--- config.mk ---
export PLATFORM = sky130hd
export DESIGN_NAME = friscv_cache_io_top
export DESIGN_NICKNAME = d
export VERILOG_FILES = /design/src/design/friscv_io_pkg.sv /design/src/design/friscv_axi_ar_if.sv /design/src/design/friscv_scfifo.sv /design/src/design/friscv_cache_io_fetcher.sv /design/src/design/friscv_io_range_regs.sv /design/src/design/friscv_io_read_router.sv /design/src/design/friscv_cache_io_top.sv
export SDC_FILE = /design/constraint.sdc
export NUM_CORES = 1
export LEC_CHECK = 0
export ABC_AREA = 1
export BUFFER_PORTS_ARGS = -buffer_cell sky130_fd_sc_hd__buf_2
export CAP_MARGIN = 20
export CORE_UTILIZATION = 50
export DETAILED_ROUTE_END_ITERATION = 6
export PLACE_DENSITY = 0.77
export RECOVER_POWER = 100
export SLEW_MARGIN = 0
export SYNTH_ARGS = -nofsm -noshare
export SYNTH_HDL_FRONTEND = slang
export SYNTH_SLANG_ARGS = --single-unit
--- constraint.sdc ---
create_clock -name aclk -period 3.3 [get_ports aclk]
set_input_delay 0 -clock aclk [delete_from_list [all_inputs] [get_ports aclk]]
set_output_delay 0 -clock aclk [all_outputs]
set_load 0.02 [all_outputs]
--- src/design/friscv_io_pkg.sv ---
//////////////////////////////////////////////////
// IO read path package with AXI field types,
// response codes and IO window reset values
//////////////////////////////////////////////////

`default_nettype none

package friscv_io_pkg;

    // Bus widths
    localparam int AXI_ADDR_W = 32;
    localparam int AXI_ID_W   = 8;
    localparam int AXI_PROT_W = 3;
    localparam int AXI_DATA_W = 32;
    localparam int AXI_RESP_W = 2;

    // AXI field types
    typedef logic [AXI_ADDR_W-1:0] axi_addr_t;
    typedef logic [AXI_ID_W-1:0]   axi_id_t;
    typedef logic [AXI_PROT_W-1:0] axi_prot_t;
    typedef logic [AXI_DATA_W-1:0] axi_data_t;
    typedef logic [AXI_RESP_W-1:0] axi_resp_t;

    // Read response codes
    localparam axi_resp_t RESP_OKAY   = 2'd0;
    localparam axi_resp_t RESP_DECERR = 2'd3;

    // IO window after reset
    localparam axi_addr_t IO_BASE_RST  = 32'h1000_0000;
    localparam axi_addr_t IO_LIMIT_RST = 32'h1000_FFFF;

    // Target of a configuration write
    typedef enum logic {SEL_BASE, SEL_LIMIT} cfg_sel_t;

    // Error responder states
    typedef enum logic {ERR_IDLE, ERR_PEND} err_state_t;

endpackage

`default_nettype wire

--- src/design/friscv_axi_ar_if.sv ---
//////////////////////////////////////////////////
// AXI read address channel bundle
//////////////////////////////////////////////////

`default_nettype none

interface friscv_axi_ar_if;

    import friscv_io_pkg::*;

    // Handshake
    logic      arvalid;
    logic      arready;

    // Payload, stable while arvalid waits for arready
    axi_addr_t araddr;
    axi_prot_t arprot;
    axi_id_t   arid;

    // Issuer side
    modport master (
        output arvalid, araddr, arprot, arid,
        input  arready
    );

    // Receiver side
    modport slave (
        input  arvalid, araddr, arprot, arid,
        output arready
    );

endinterface

`default_nettype wire

--- src/design/friscv_scfifo.sv ---
//////////////////////////////////////////////////
// Single clock FIFO with the head entry shown
// on data_out and full/empty flags
//////////////////////////////////////////////////

`default_nettype none

module friscv_scfifo #(
    // Number of entries, a power of two of at least 2
    parameter int DEPTH  = 4,
    // Word width
    parameter int DATA_W = 8
) (
    input  wire               aclk,
    input  wire               rst_n,
    input  wire  [DATA_W-1:0] data_in,
    input  wire               push,
    output logic              full,
    output logic [DATA_W-1:0] data_out,
    input  wire               pull,
    output logic              empty
);

    //////////////////////////////////////////////////
    // Storage and pointers
    //////////////////////////////////////////////////

    localparam int PTR_W = $clog2(DEPTH);
    localparam logic [PTR_W:0] CNT_FULL = (PTR_W + 1)'(DEPTH);

    logic [DATA_W-1:0] mem [DEPTH];
    logic [PTR_W-1:0]  wr_ptr;
    logic [PTR_W-1:0]  rd_ptr;
    // One extra bit to tell full from empty
    logic [PTR_W:0]    count;

    // Pointers wrap on their own since DEPTH is a power of two
    always_ff @(posedge aclk or negedge rst_n) begin
        if (!rst_n) begin
            wr_ptr <= '0;
            rd_ptr <= '0;
            count  <= '0;
        end else begin
            if (push)
                wr_ptr <= wr_ptr + 1'b1;
            if (pull)
                rd_ptr <= rd_ptr + 1'b1;
            // Occupancy only moves on a lone push or lone pull
            case ({push, pull})
                2'b10:   count <= count + 1'b1;
                2'b01:   count <= count - 1'b1;
                default: count <= count;
            endcase
        end
    end

    // Write port
    always_ff @(posedge aclk) begin
        if (push)
            mem[wr_ptr] <= data_in;
    end

    // Head entry
    assign data_out = mem[rd_ptr];
    assign full     = (count == CNT_FULL);
    assign empty    = (count == '0);

    //////////////////////////////////////////////////
    // Checks
    //////////////////////////////////////////////////

    a_no_overflow: assert property (@(posedge aclk) disable iff (!rst_n) full |-> !push)
        else $error("FIFO push while full");

    a_no_underflow: assert property (@(posedge aclk) disable iff (!rst_n) empty |-> !pull)
        else $error("FIFO pull while empty");

endmodule

`default_nettype wire

--- src/design/friscv_cache_io_fetcher.sv ---
//////////////////////////////////////////////////
// IO fetcher buffering outstanding read address
// requests from the control unit
//////////////////////////////////////////////////

`default_nettype none

module friscv_cache_io_fetcher #(
    // Outstanding requests held before back-pressure
    parameter int OSTDREQ_NUM = 4
) (
    input  wire                        aclk,
    input  wire                        rst_n,
    // Control unit side
    input  wire                        mst_arvalid,
    output logic                       mst_arready,
    input  wire friscv_io_pkg::axi_addr_t mst_araddr,
    input  wire friscv_io_pkg::axi_prot_t mst_arprot,
    input  wire friscv_io_pkg::axi_id_t   mst_arid,
    // Toward the router
    friscv_axi_ar_if.master            out_ar
);

    import friscv_io_pkg::*;

    // Protection, ID and address in one word
    localparam int WORD_W = $bits(axi_prot_t) + $bits(axi_id_t) + $bits(axi_addr_t);

    logic              fifo_full;
    logic              fifo_empty;
    logic              fifo_push;
    logic              fifo_pull;
    logic [WORD_W-1:0] fifo_wdata;
    logic [WORD_W-1:0] fifo_rdata;

    // Push on accepted request, pull on completed transfer
    assign fifo_wdata = {mst_arprot, mst_arid, mst_araddr};
    assign fifo_push  = mst_arvalid && mst_arready;
    assign fifo_pull  = out_ar.arvalid && out_ar.arready;

    friscv_scfifo #(
        .DEPTH  (OSTDREQ_NUM),
        .DATA_W (WORD_W)
    ) req_fifo (
        .aclk     (aclk),
        .rst_n    (rst_n),
        .data_in  (fifo_wdata),
        .push     (fifo_push),
        .full     (fifo_full),
        .data_out (fifo_rdata),
        .pull     (fifo_pull),
        .empty    (fifo_empty)
    );

    // Flags drive the handshakes
    assign mst_arready    = !fifo_full;
    assign out_ar.arvalid = !fifo_empty;
    assign {out_ar.arprot, out_ar.arid, out_ar.araddr} = fifo_rdata;

endmodule

`default_nettype wire

--- src/design/friscv_io_range_regs.sv ---
//////////////////////////////////////////////////
// IO window registers set by a one cycle
// configuration strobe
//////////////////////////////////////////////////

`default_nettype none

module friscv_io_range_regs (
    input  wire                           aclk,
    input  wire                           rst_n,
    // Configuration strobe, no back-pressure
    input  wire                           cfg_wr,
    input  wire friscv_io_pkg::cfg_sel_t  cfg_sel,
    input  wire friscv_io_pkg::axi_addr_t cfg_wdata,
    // Current window, both bounds inclusive
    output friscv_io_pkg::axi_addr_t      io_base,
    output friscv_io_pkg::axi_addr_t      io_limit
);

    import friscv_io_pkg::*;

    //////////////////////////////////////////////////
    // Window registers
    //////////////////////////////////////////////////

    // New value visible to the router from next cycle
    always_ff @(posedge aclk or negedge rst_n) begin
        if (!rst_n) begin
            io_base  <= IO_BASE_RST;
            io_limit <= IO_LIMIT_RST;
        end else if (cfg_wr) begin
            // Only the selected bound moves
            case (cfg_sel)
                SEL_BASE:  io_base  <= cfg_wdata;
                SEL_LIMIT: io_limit <= cfg_wdata;
                default:   io_base  <= io_base;
            endcase
        end
    end

    //////////////////////////////////////////////////
    // Checks
    //////////////////////////////////////////////////

    // A strobe must name a register
    a_sel_known: assert property (
        @(posedge aclk) disable iff (!rst_n)
        cfg_wr |-> !$isunknown(cfg_sel)
    ) else $error("Config write with unknown select");

endmodule

`default_nettype wire

--- src/design/friscv_io_read_router.sv ---
//////////////////////////////////////////////////
// IO read router steering requests to memory or
// to a decode error responder, merging responses
//////////////////////////////////////////////////

`default_nettype none

module friscv_io_read_router (
    input  wire                           aclk,
    input  wire                           rst_n,
    // Buffered requests and memory side
    friscv_axi_ar_if.slave                req_ar,
    friscv_axi_ar_if.master               mem_ar,
    // IO window
    input  wire friscv_io_pkg::axi_addr_t io_base,
    input  wire friscv_io_pkg::axi_addr_t io_limit,
    // Memory controller read data
    input  wire                           memctrl_rvalid,
    output logic                          memctrl_rready,
    input  wire friscv_io_pkg::axi_data_t memctrl_rdata,
    input  wire friscv_io_pkg::axi_resp_t memctrl_rresp,
    input  wire friscv_io_pkg::axi_id_t   memctrl_rid,
    // Master read data
    output logic                          mst_rvalid,
    input  wire                           mst_rready,
    output friscv_io_pkg::axi_data_t      mst_rdata,
    output friscv_io_pkg::axi_resp_t      mst_rresp,
    output friscv_io_pkg::axi_id_t        mst_rid
);

    import friscv_io_pkg::*;

    err_state_t err_state;
    axi_id_t    err_id;
    logic       in_range;
    logic       err_take;
    logic       err_ack;

    //////////////////////////////////////////////////
    // Address decode and steering
    //////////////////////////////////////////////////

    assign in_range = (req_ar.araddr >= io_base) && (req_ar.araddr <= io_limit);

    // In range goes straight through
    assign mem_ar.arvalid = req_ar.arvalid && in_range;
    assign mem_ar.araddr  = req_ar.araddr;
    assign mem_ar.arprot  = req_ar.arprot;
    assign mem_ar.arid    = req_ar.arid;

    // Out of range popped only by an idle responder
    assign req_ar.arready = in_range ? mem_ar.arready : (err_state == ERR_IDLE);
    assign err_take = req_ar.arvalid && !in_range && (err_state == ERR_IDLE);
    // Error reply consumed only when memory is silent
    assign err_ack  = (err_state == ERR_PEND) && !memctrl_rvalid && mst_rready;

    //////////////////////////////////////////////////
    // Decode error responder
    //////////////////////////////////////////////////

    always_ff @(posedge aclk or negedge rst_n) begin
        if (!rst_n) begin
            err_state <= ERR_IDLE;
        end else begin
            case (err_state)
                ERR_IDLE: if (err_take) err_state <= ERR_PEND;
                ERR_PEND: if (err_ack)  err_state <= ERR_IDLE;
                default:  err_state <= ERR_IDLE;
            endcase
        end
    end

    // ID of the failed request
    always_ff @(posedge aclk) begin
        if (err_take)
            err_id <= req_ar.arid;
    end

    //////////////////////////////////////////////////
    // Response merge, memory first
    //////////////////////////////////////////////////

    assign memctrl_rready = mst_rready;
    assign mst_rvalid = memctrl_rvalid || (err_state == ERR_PEND);
    assign mst_rdata  = memctrl_rvalid ? memctrl_rdata : '0;
    assign mst_rresp  = memctrl_rvalid ? memctrl_rresp : RESP_DECERR;
    assign mst_rid    = memctrl_rvalid ? memctrl_rid   : err_id;

    // Stalled memory request holds still
    a_mem_ar_stable: assert property (
        @(posedge aclk) disable iff (!rst_n)
        (mem_ar.arvalid && !mem_ar.arready) |=> (mem_ar.arvalid
            && $stable(mem_ar.araddr) && $stable(mem_ar.arprot) && $stable(mem_ar.arid))
    ) else $error("Memory read address changed before ready");

endmodule

`default_nettype wire

--- src/design/friscv_cache_io_top.sv ---
//////////////////////////////////////////////////
// IO read path top with fetcher, window registers
// and read router
//////////////////////////////////////////////////

`default_nettype none

module friscv_cache_io_top #(
    parameter int OSTDREQ_NUM = 4
) (
    input  wire                           aclk,
    input  wire                           rst_n,
    // Window configuration
    input  wire                           cfg_wr,
    input  wire friscv_io_pkg::cfg_sel_t  cfg_sel,
    input  wire friscv_io_pkg::axi_addr_t cfg_wdata,
    // Control unit read address
    input  wire                           mst_arvalid,
    output logic                          mst_arready,
    input  wire friscv_io_pkg::axi_addr_t mst_araddr,
    input  wire friscv_io_pkg::axi_prot_t mst_arprot,
    input  wire friscv_io_pkg::axi_id_t   mst_arid,
    // Memory controller read address
    output logic                          memctrl_arvalid,
    input  wire                           memctrl_arready,
    output friscv_io_pkg::axi_addr_t      memctrl_araddr,
    output friscv_io_pkg::axi_prot_t      memctrl_arprot,
    output friscv_io_pkg::axi_id_t        memctrl_arid,
    // Memory controller read data
    input  wire                           memctrl_rvalid,
    output logic                          memctrl_rready,
    input  wire friscv_io_pkg::axi_data_t memctrl_rdata,
    input  wire friscv_io_pkg::axi_resp_t memctrl_rresp,
    input  wire friscv_io_pkg::axi_id_t   memctrl_rid,
    // Control unit read data
    output logic                          mst_rvalid,
    input  wire                           mst_rready,
    output friscv_io_pkg::axi_data_t      mst_rdata,
    output friscv_io_pkg::axi_resp_t      mst_rresp,
    output friscv_io_pkg::axi_id_t        mst_rid
);

    import friscv_io_pkg::*;

    axi_addr_t io_base;
    axi_addr_t io_limit;

    // Fetcher to router, router to memory
    friscv_axi_ar_if fetch_ar_bus ();
    friscv_axi_ar_if memctrl_ar_bus ();

    friscv_cache_io_fetcher #(
        .OSTDREQ_NUM (OSTDREQ_NUM)
    ) fetcher (
        .aclk        (aclk),
        .rst_n       (rst_n),
        .mst_arvalid (mst_arvalid),
        .mst_arready (mst_arready),
        .mst_araddr  (mst_araddr),
        .mst_arprot  (mst_arprot),
        .mst_arid    (mst_arid),
        .out_ar      (fetch_ar_bus.master)
    );

    friscv_io_range_regs range_regs (
        .aclk      (aclk),
        .rst_n     (rst_n),
        .cfg_wr    (cfg_wr),
        .cfg_sel   (cfg_sel),
        .cfg_wdata (cfg_wdata),
        .io_base   (io_base),
        .io_limit  (io_limit)
    );

    friscv_io_read_router router (
        .aclk           (aclk),
        .rst_n          (rst_n),
        .req_ar         (fetch_ar_bus.slave),
        .mem_ar         (memctrl_ar_bus.master),
        .io_base        (io_base),
        .io_limit       (io_limit),
        .memctrl_rvalid (memctrl_rvalid),
        .memctrl_rready (memctrl_rready),
        .memctrl_rdata  (memctrl_rdata),
        .memctrl_rresp  (memctrl_rresp),
        .memctrl_rid    (memctrl_rid),
        .mst_rvalid     (mst_rvalid),
        .mst_rready     (mst_rready),
        .mst_rdata      (mst_rdata),
        .mst_rresp      (mst_rresp),
        .mst_rid        (mst_rid)
    );

    // Memory side bus out to plain ports
    assign memctrl_arvalid        = memctrl_ar_bus.arvalid;
    assign memctrl_araddr         = memctrl_ar_bus.araddr;
    assign memctrl_arprot         = memctrl_ar_bus.arprot;
    assign memctrl_arid           = memctrl_ar_bus.arid;
    assign memctrl_ar_bus.arready = memctrl_arready;

endmodule

`default_nettype wire

==> qor.yml <==
run_status:
  status: "finished with violations"
  violations: "max-capacitance violations, max-slew violations, negative setup slack"
route:
  routedWlPerCell_um: 17.1
  vias: 9243
  routed_wl_mm: 29.8
  drc: 0
  dr.pass1.iters: 5
  drtAntennaViolNets: 0
  viasPerCell: 5.28
  drtIter0Drc: 584
cells_and_area:
  fin_util: 0.685
  final_area_mm2: 0.0155
  fillers: 1646
  post_route_cells_drive_above_1_share: 0.230
  syn_to_final_growth_pct: 34.9
  num-nets-final: 1638
  final_cells: 1749
critical_path:
  cp_cell_sequence: "inv_6, buf_4, nor2_1, o22ai_2, ha_1, a21oi_1, o21ai_1, nand2_1, nand2_1, a21oi_1, nand2_1, nand2_2, nand4_4, nand2_4, ha_1, inv_2, fa_2, a21oi_2, o21ai_1, xnor2_1"
  slowest_delay_ns: 0.49
  path_max_fanout: 14
  required_ns: 3.71
  cp-endpoint: "fetcher.req_fifo.count[2]"
  worstSetupPathType: "reg2reg"
  crit_arrival_ns: 3.79
  crit_path_start: "fetcher.req_fifo.rd_ptr[0]"
  start_kind: "flip-flop"
  reg2reg_to: "fetcher.req_fifo.count[2]"
  crit_path_frequent_cell: "nand2_1"
  critPathSlowestCell: "dfrtp_2"
  reg2reg_slack_ns: -0.08
  rr_worst_depth: 20
  worstSetupEndpointType: "flip-flop"
  worstReg2RegStart: "fetcher.req_fifo.rd_ptr[0]"
clocking:
  cts_tree: "yes"
  cts_buffers: 27
  clk_latency_ns: 0.53
  path_clk_slew_ns: 0.06
  clockBufferDepth: 3
  numClockSinks: 252
  htree_levels: 1
  cts-root-buf: "clkbuf_16"
power_and_ir_drop:
  p_comb_frac: 0.484
  power_frac_seq: 0.301
  intPower_uw: 8870
  pwr-share-clk: 0.215
  power.switching_uw: 5620
  ir_drop_mv: 0.575
  swShare: 0.388
  power_density_mw_per_mm2: 937
  p_leak_uw: 0.00679
sta:
  final-setup-viol-count: 2
  hold_violations: 0
  final-max-slew-violation-count: 76
  fin_crit_sh: 1.02
  final.setup_skew_ns: 0.0217
  min_period_ns: 3.38
  fmax_ghz: 0.296
  rsz0062_at_grt: "yes"
  timing.final.ws_setup_ns: -0.0819
  slew_headroom: -0.279
  worst_slew_pin_slew_ns: 1.92
  holdWs_ns: 0.107
synthesis:
  synth-edff-count: 180
  ys.flop_type: "edfxtp_1"
  ys_types: 33
  postSynthAreaPerCell_um2: 10.6
  netlist_top_cells_area: "edfxtp_1 47%, dfrtp_1 12%, ha_1 7.5%"
  syn-num-nets: 1279
  ys_ff_latch: 252
  yosysTopAreaCell: "edfxtp_1"
  synth-seq-area-share: 0.630
  yosys_warnings: 0
  syn-cell-area_mm2: 0.0115
  synth.top_cell.area_share: 0.471
  syn_inst: 1084
  async_flop_share: 0.286
grt:
  overflow: 0
  antenna_found_initial: 2
  grt_pass1_vias: 9246
  grt_max_degree: 65
  grt_use_total: 0.250
  grt_pass1_wl_mm: 46.0
floorplan:
  chipHeight_um: 153
  coreArea_mm2: 0.0226
  die_area_mm2: 0.0235
  initial_core_util: 0.508
  placementRows: 55
  io_pins: 214
  die_x_um: 153
place:
  place_area_mm2: 0.0136
  post-place-ws_ns: -0.276
  dp.cells: 1609
  portBuffers: 213
  routabilityCongestion: 0.830
  dpl.hpwl_mm: 19.5
flow_run:
  maxCapViolations: 2
min_path:
  min_path_type: "in2reg"
  hp-start: "cfg_wr"
-- cell usage in the layout, fill, tap and decap left out, drive strengths merged, types with 3 or more instances in the layout --
master	netlist	routed
dfrtp	54	54
clkbuf	41	135
o21a	3	3
a21oi	35	35
buf	6	207
inv	151	152
clkinv	1	3
nand4	6	6
nor2	108	108
bufinv	0	3
o22ai	42	42
nand2	193	193
or2	3	3
nand3	4	4
dfstp	18	18
ha	69	69
o21ai	158	158
edfxtp	180	180
dlygate4sd3	0	78
-- sequential cells by signal (all words and copies together), names as in the netlist --
signal,count
fetcher.req_fifo.mem,172
range_regs.io_base,32
range_regs.io_limit,32
router.err_id,8
fetcher.req_fifo.count,3
fetcher.req_fifo.rd_ptr,2
fetcher.req_fifo.wr_ptr,2
router.err_state,1
-- metrics by stage --
stage,total power [uW],TNS (ns)
final,14500,-0.107
after global routing,15300,-0.553
after CTS,14400,-0.0468
after detailed placement,10800,-0.417
after global placement,10500,-0.163
after floorplan,8190,0
-- power groups by stage --
stage	clock [uW]	sequential (uW)	combinational, uW
detailed placement	0	4400	6360
finish	3120	4360	7020
CTS	3140	4360	6870
global placement	0	4380	6160
global route	3270	4410	7600
floorplan	0	4350	3850
-- layout make-up --
class | count | area [um2] | area share
Clock buffer | 43 | 821 | 0.0531
Timing Repair Buffer | 377 | 2520 | 0.163
Clock inverter | 6 | 109 | 0.00704
Multi-Input combinational cell | 633 | 3850 | 0.249
Sequential cell | 252 | 7230 | 0.468
Antenna cell | 1 | 2.50 | 0.000162
Tap cell | 285 | 357 | 0.0231
Inverter | 152 | 576 | 0.0372
-- layer usage --
metal | vias to the layer above | global-route usage | part of all wire
li1 | 4378 | - | -
met1 | 4411 | 0.297 | 0.39
met2 | 378 | 0.449 | 0.50
met3 | 74 | 0.0411 | 0.064
met4 | 2 | 0.105 | 0.038
met5 | - | 0 | 0.00037
-- what timing repair did --
action | 4_1_cts | 5_1_grt
gates resized for setup | 53 | 28
setup endpoints to repair | 3 | 3
hold endpoints to repair | 258 | 0
gates cloned | 2 | 0
buffers inserted | 10 | 0
pin swaps | 22 | 6
hold buffers | 78 | 0
-- cell families (layout without fill, tap and decap cells) --
| family | count (synthesis) | in the layout | synth area share |
|---|---|---|---|
| other cells | 0 | 1 | 0 |
| compound gates | 242 | 242 | 0.112 |
| buf+inv | 199 | 578 | 0.0662 |
| xor+xnor | 4 | 4 | 0.00306 |
| fa+ha+maj | 70 | 70 | 0.0770 |
| simple gates | 317 | 317 | 0.111 |
| flops | 252 | 252 | 0.630 |
-- cell usage after synthesis (2+ instances only) --
cell type and instances:
edfxtp_1 180, o22ai_1 42, inv_1 147, a21o_1 2
buf_4 2, clkbuf_1 41, dfrtp_1 54, o21ai_0 154
xor2_1 2, nand2_1 187, inv_2 4, o21a_1 3
a21oi_1 35, nor2_1 107, ha_1 69, nand2_4 3
xnor2_1 2, nand3_1 4, nand2_2 3, dfstp_2 18
or2_2 3, buf_2 4, o21ai_1 4, nand4_1 5
-- worst max-delay path: cells and delay by family (launching register included) --
kind | cells | cell delay (ns)
compound gates | 6 | 0.84
xor+xnor | 1 | 0.13
fa+ha+maj | 3 | 0.80
buf+inv | 3 | 0.40
flops | 1 | 0.49
simple gates | 7 | 0.62
-- worst min path at each step --
| stage | to | slack, ns | cells after the start |
|---|---|---|---|
| after CTS | range_regs.io_limit[3] | 0.09 | 5 |
| after global placement | range_regs.io_base[10] | 0.11 | 1 |
| after global routing | range_regs.io_limit[9] | 0.14 | 5 |
| after floorplan | fetcher.req_fifo.count[0] | -0.30 | 0 |
| after detailed placement | range_regs.io_base[10] | 0.14 | 1 |
| final | range_regs.io_limit[3] | 0.11 | 5 |
Power figures use the tool's default switching activity.
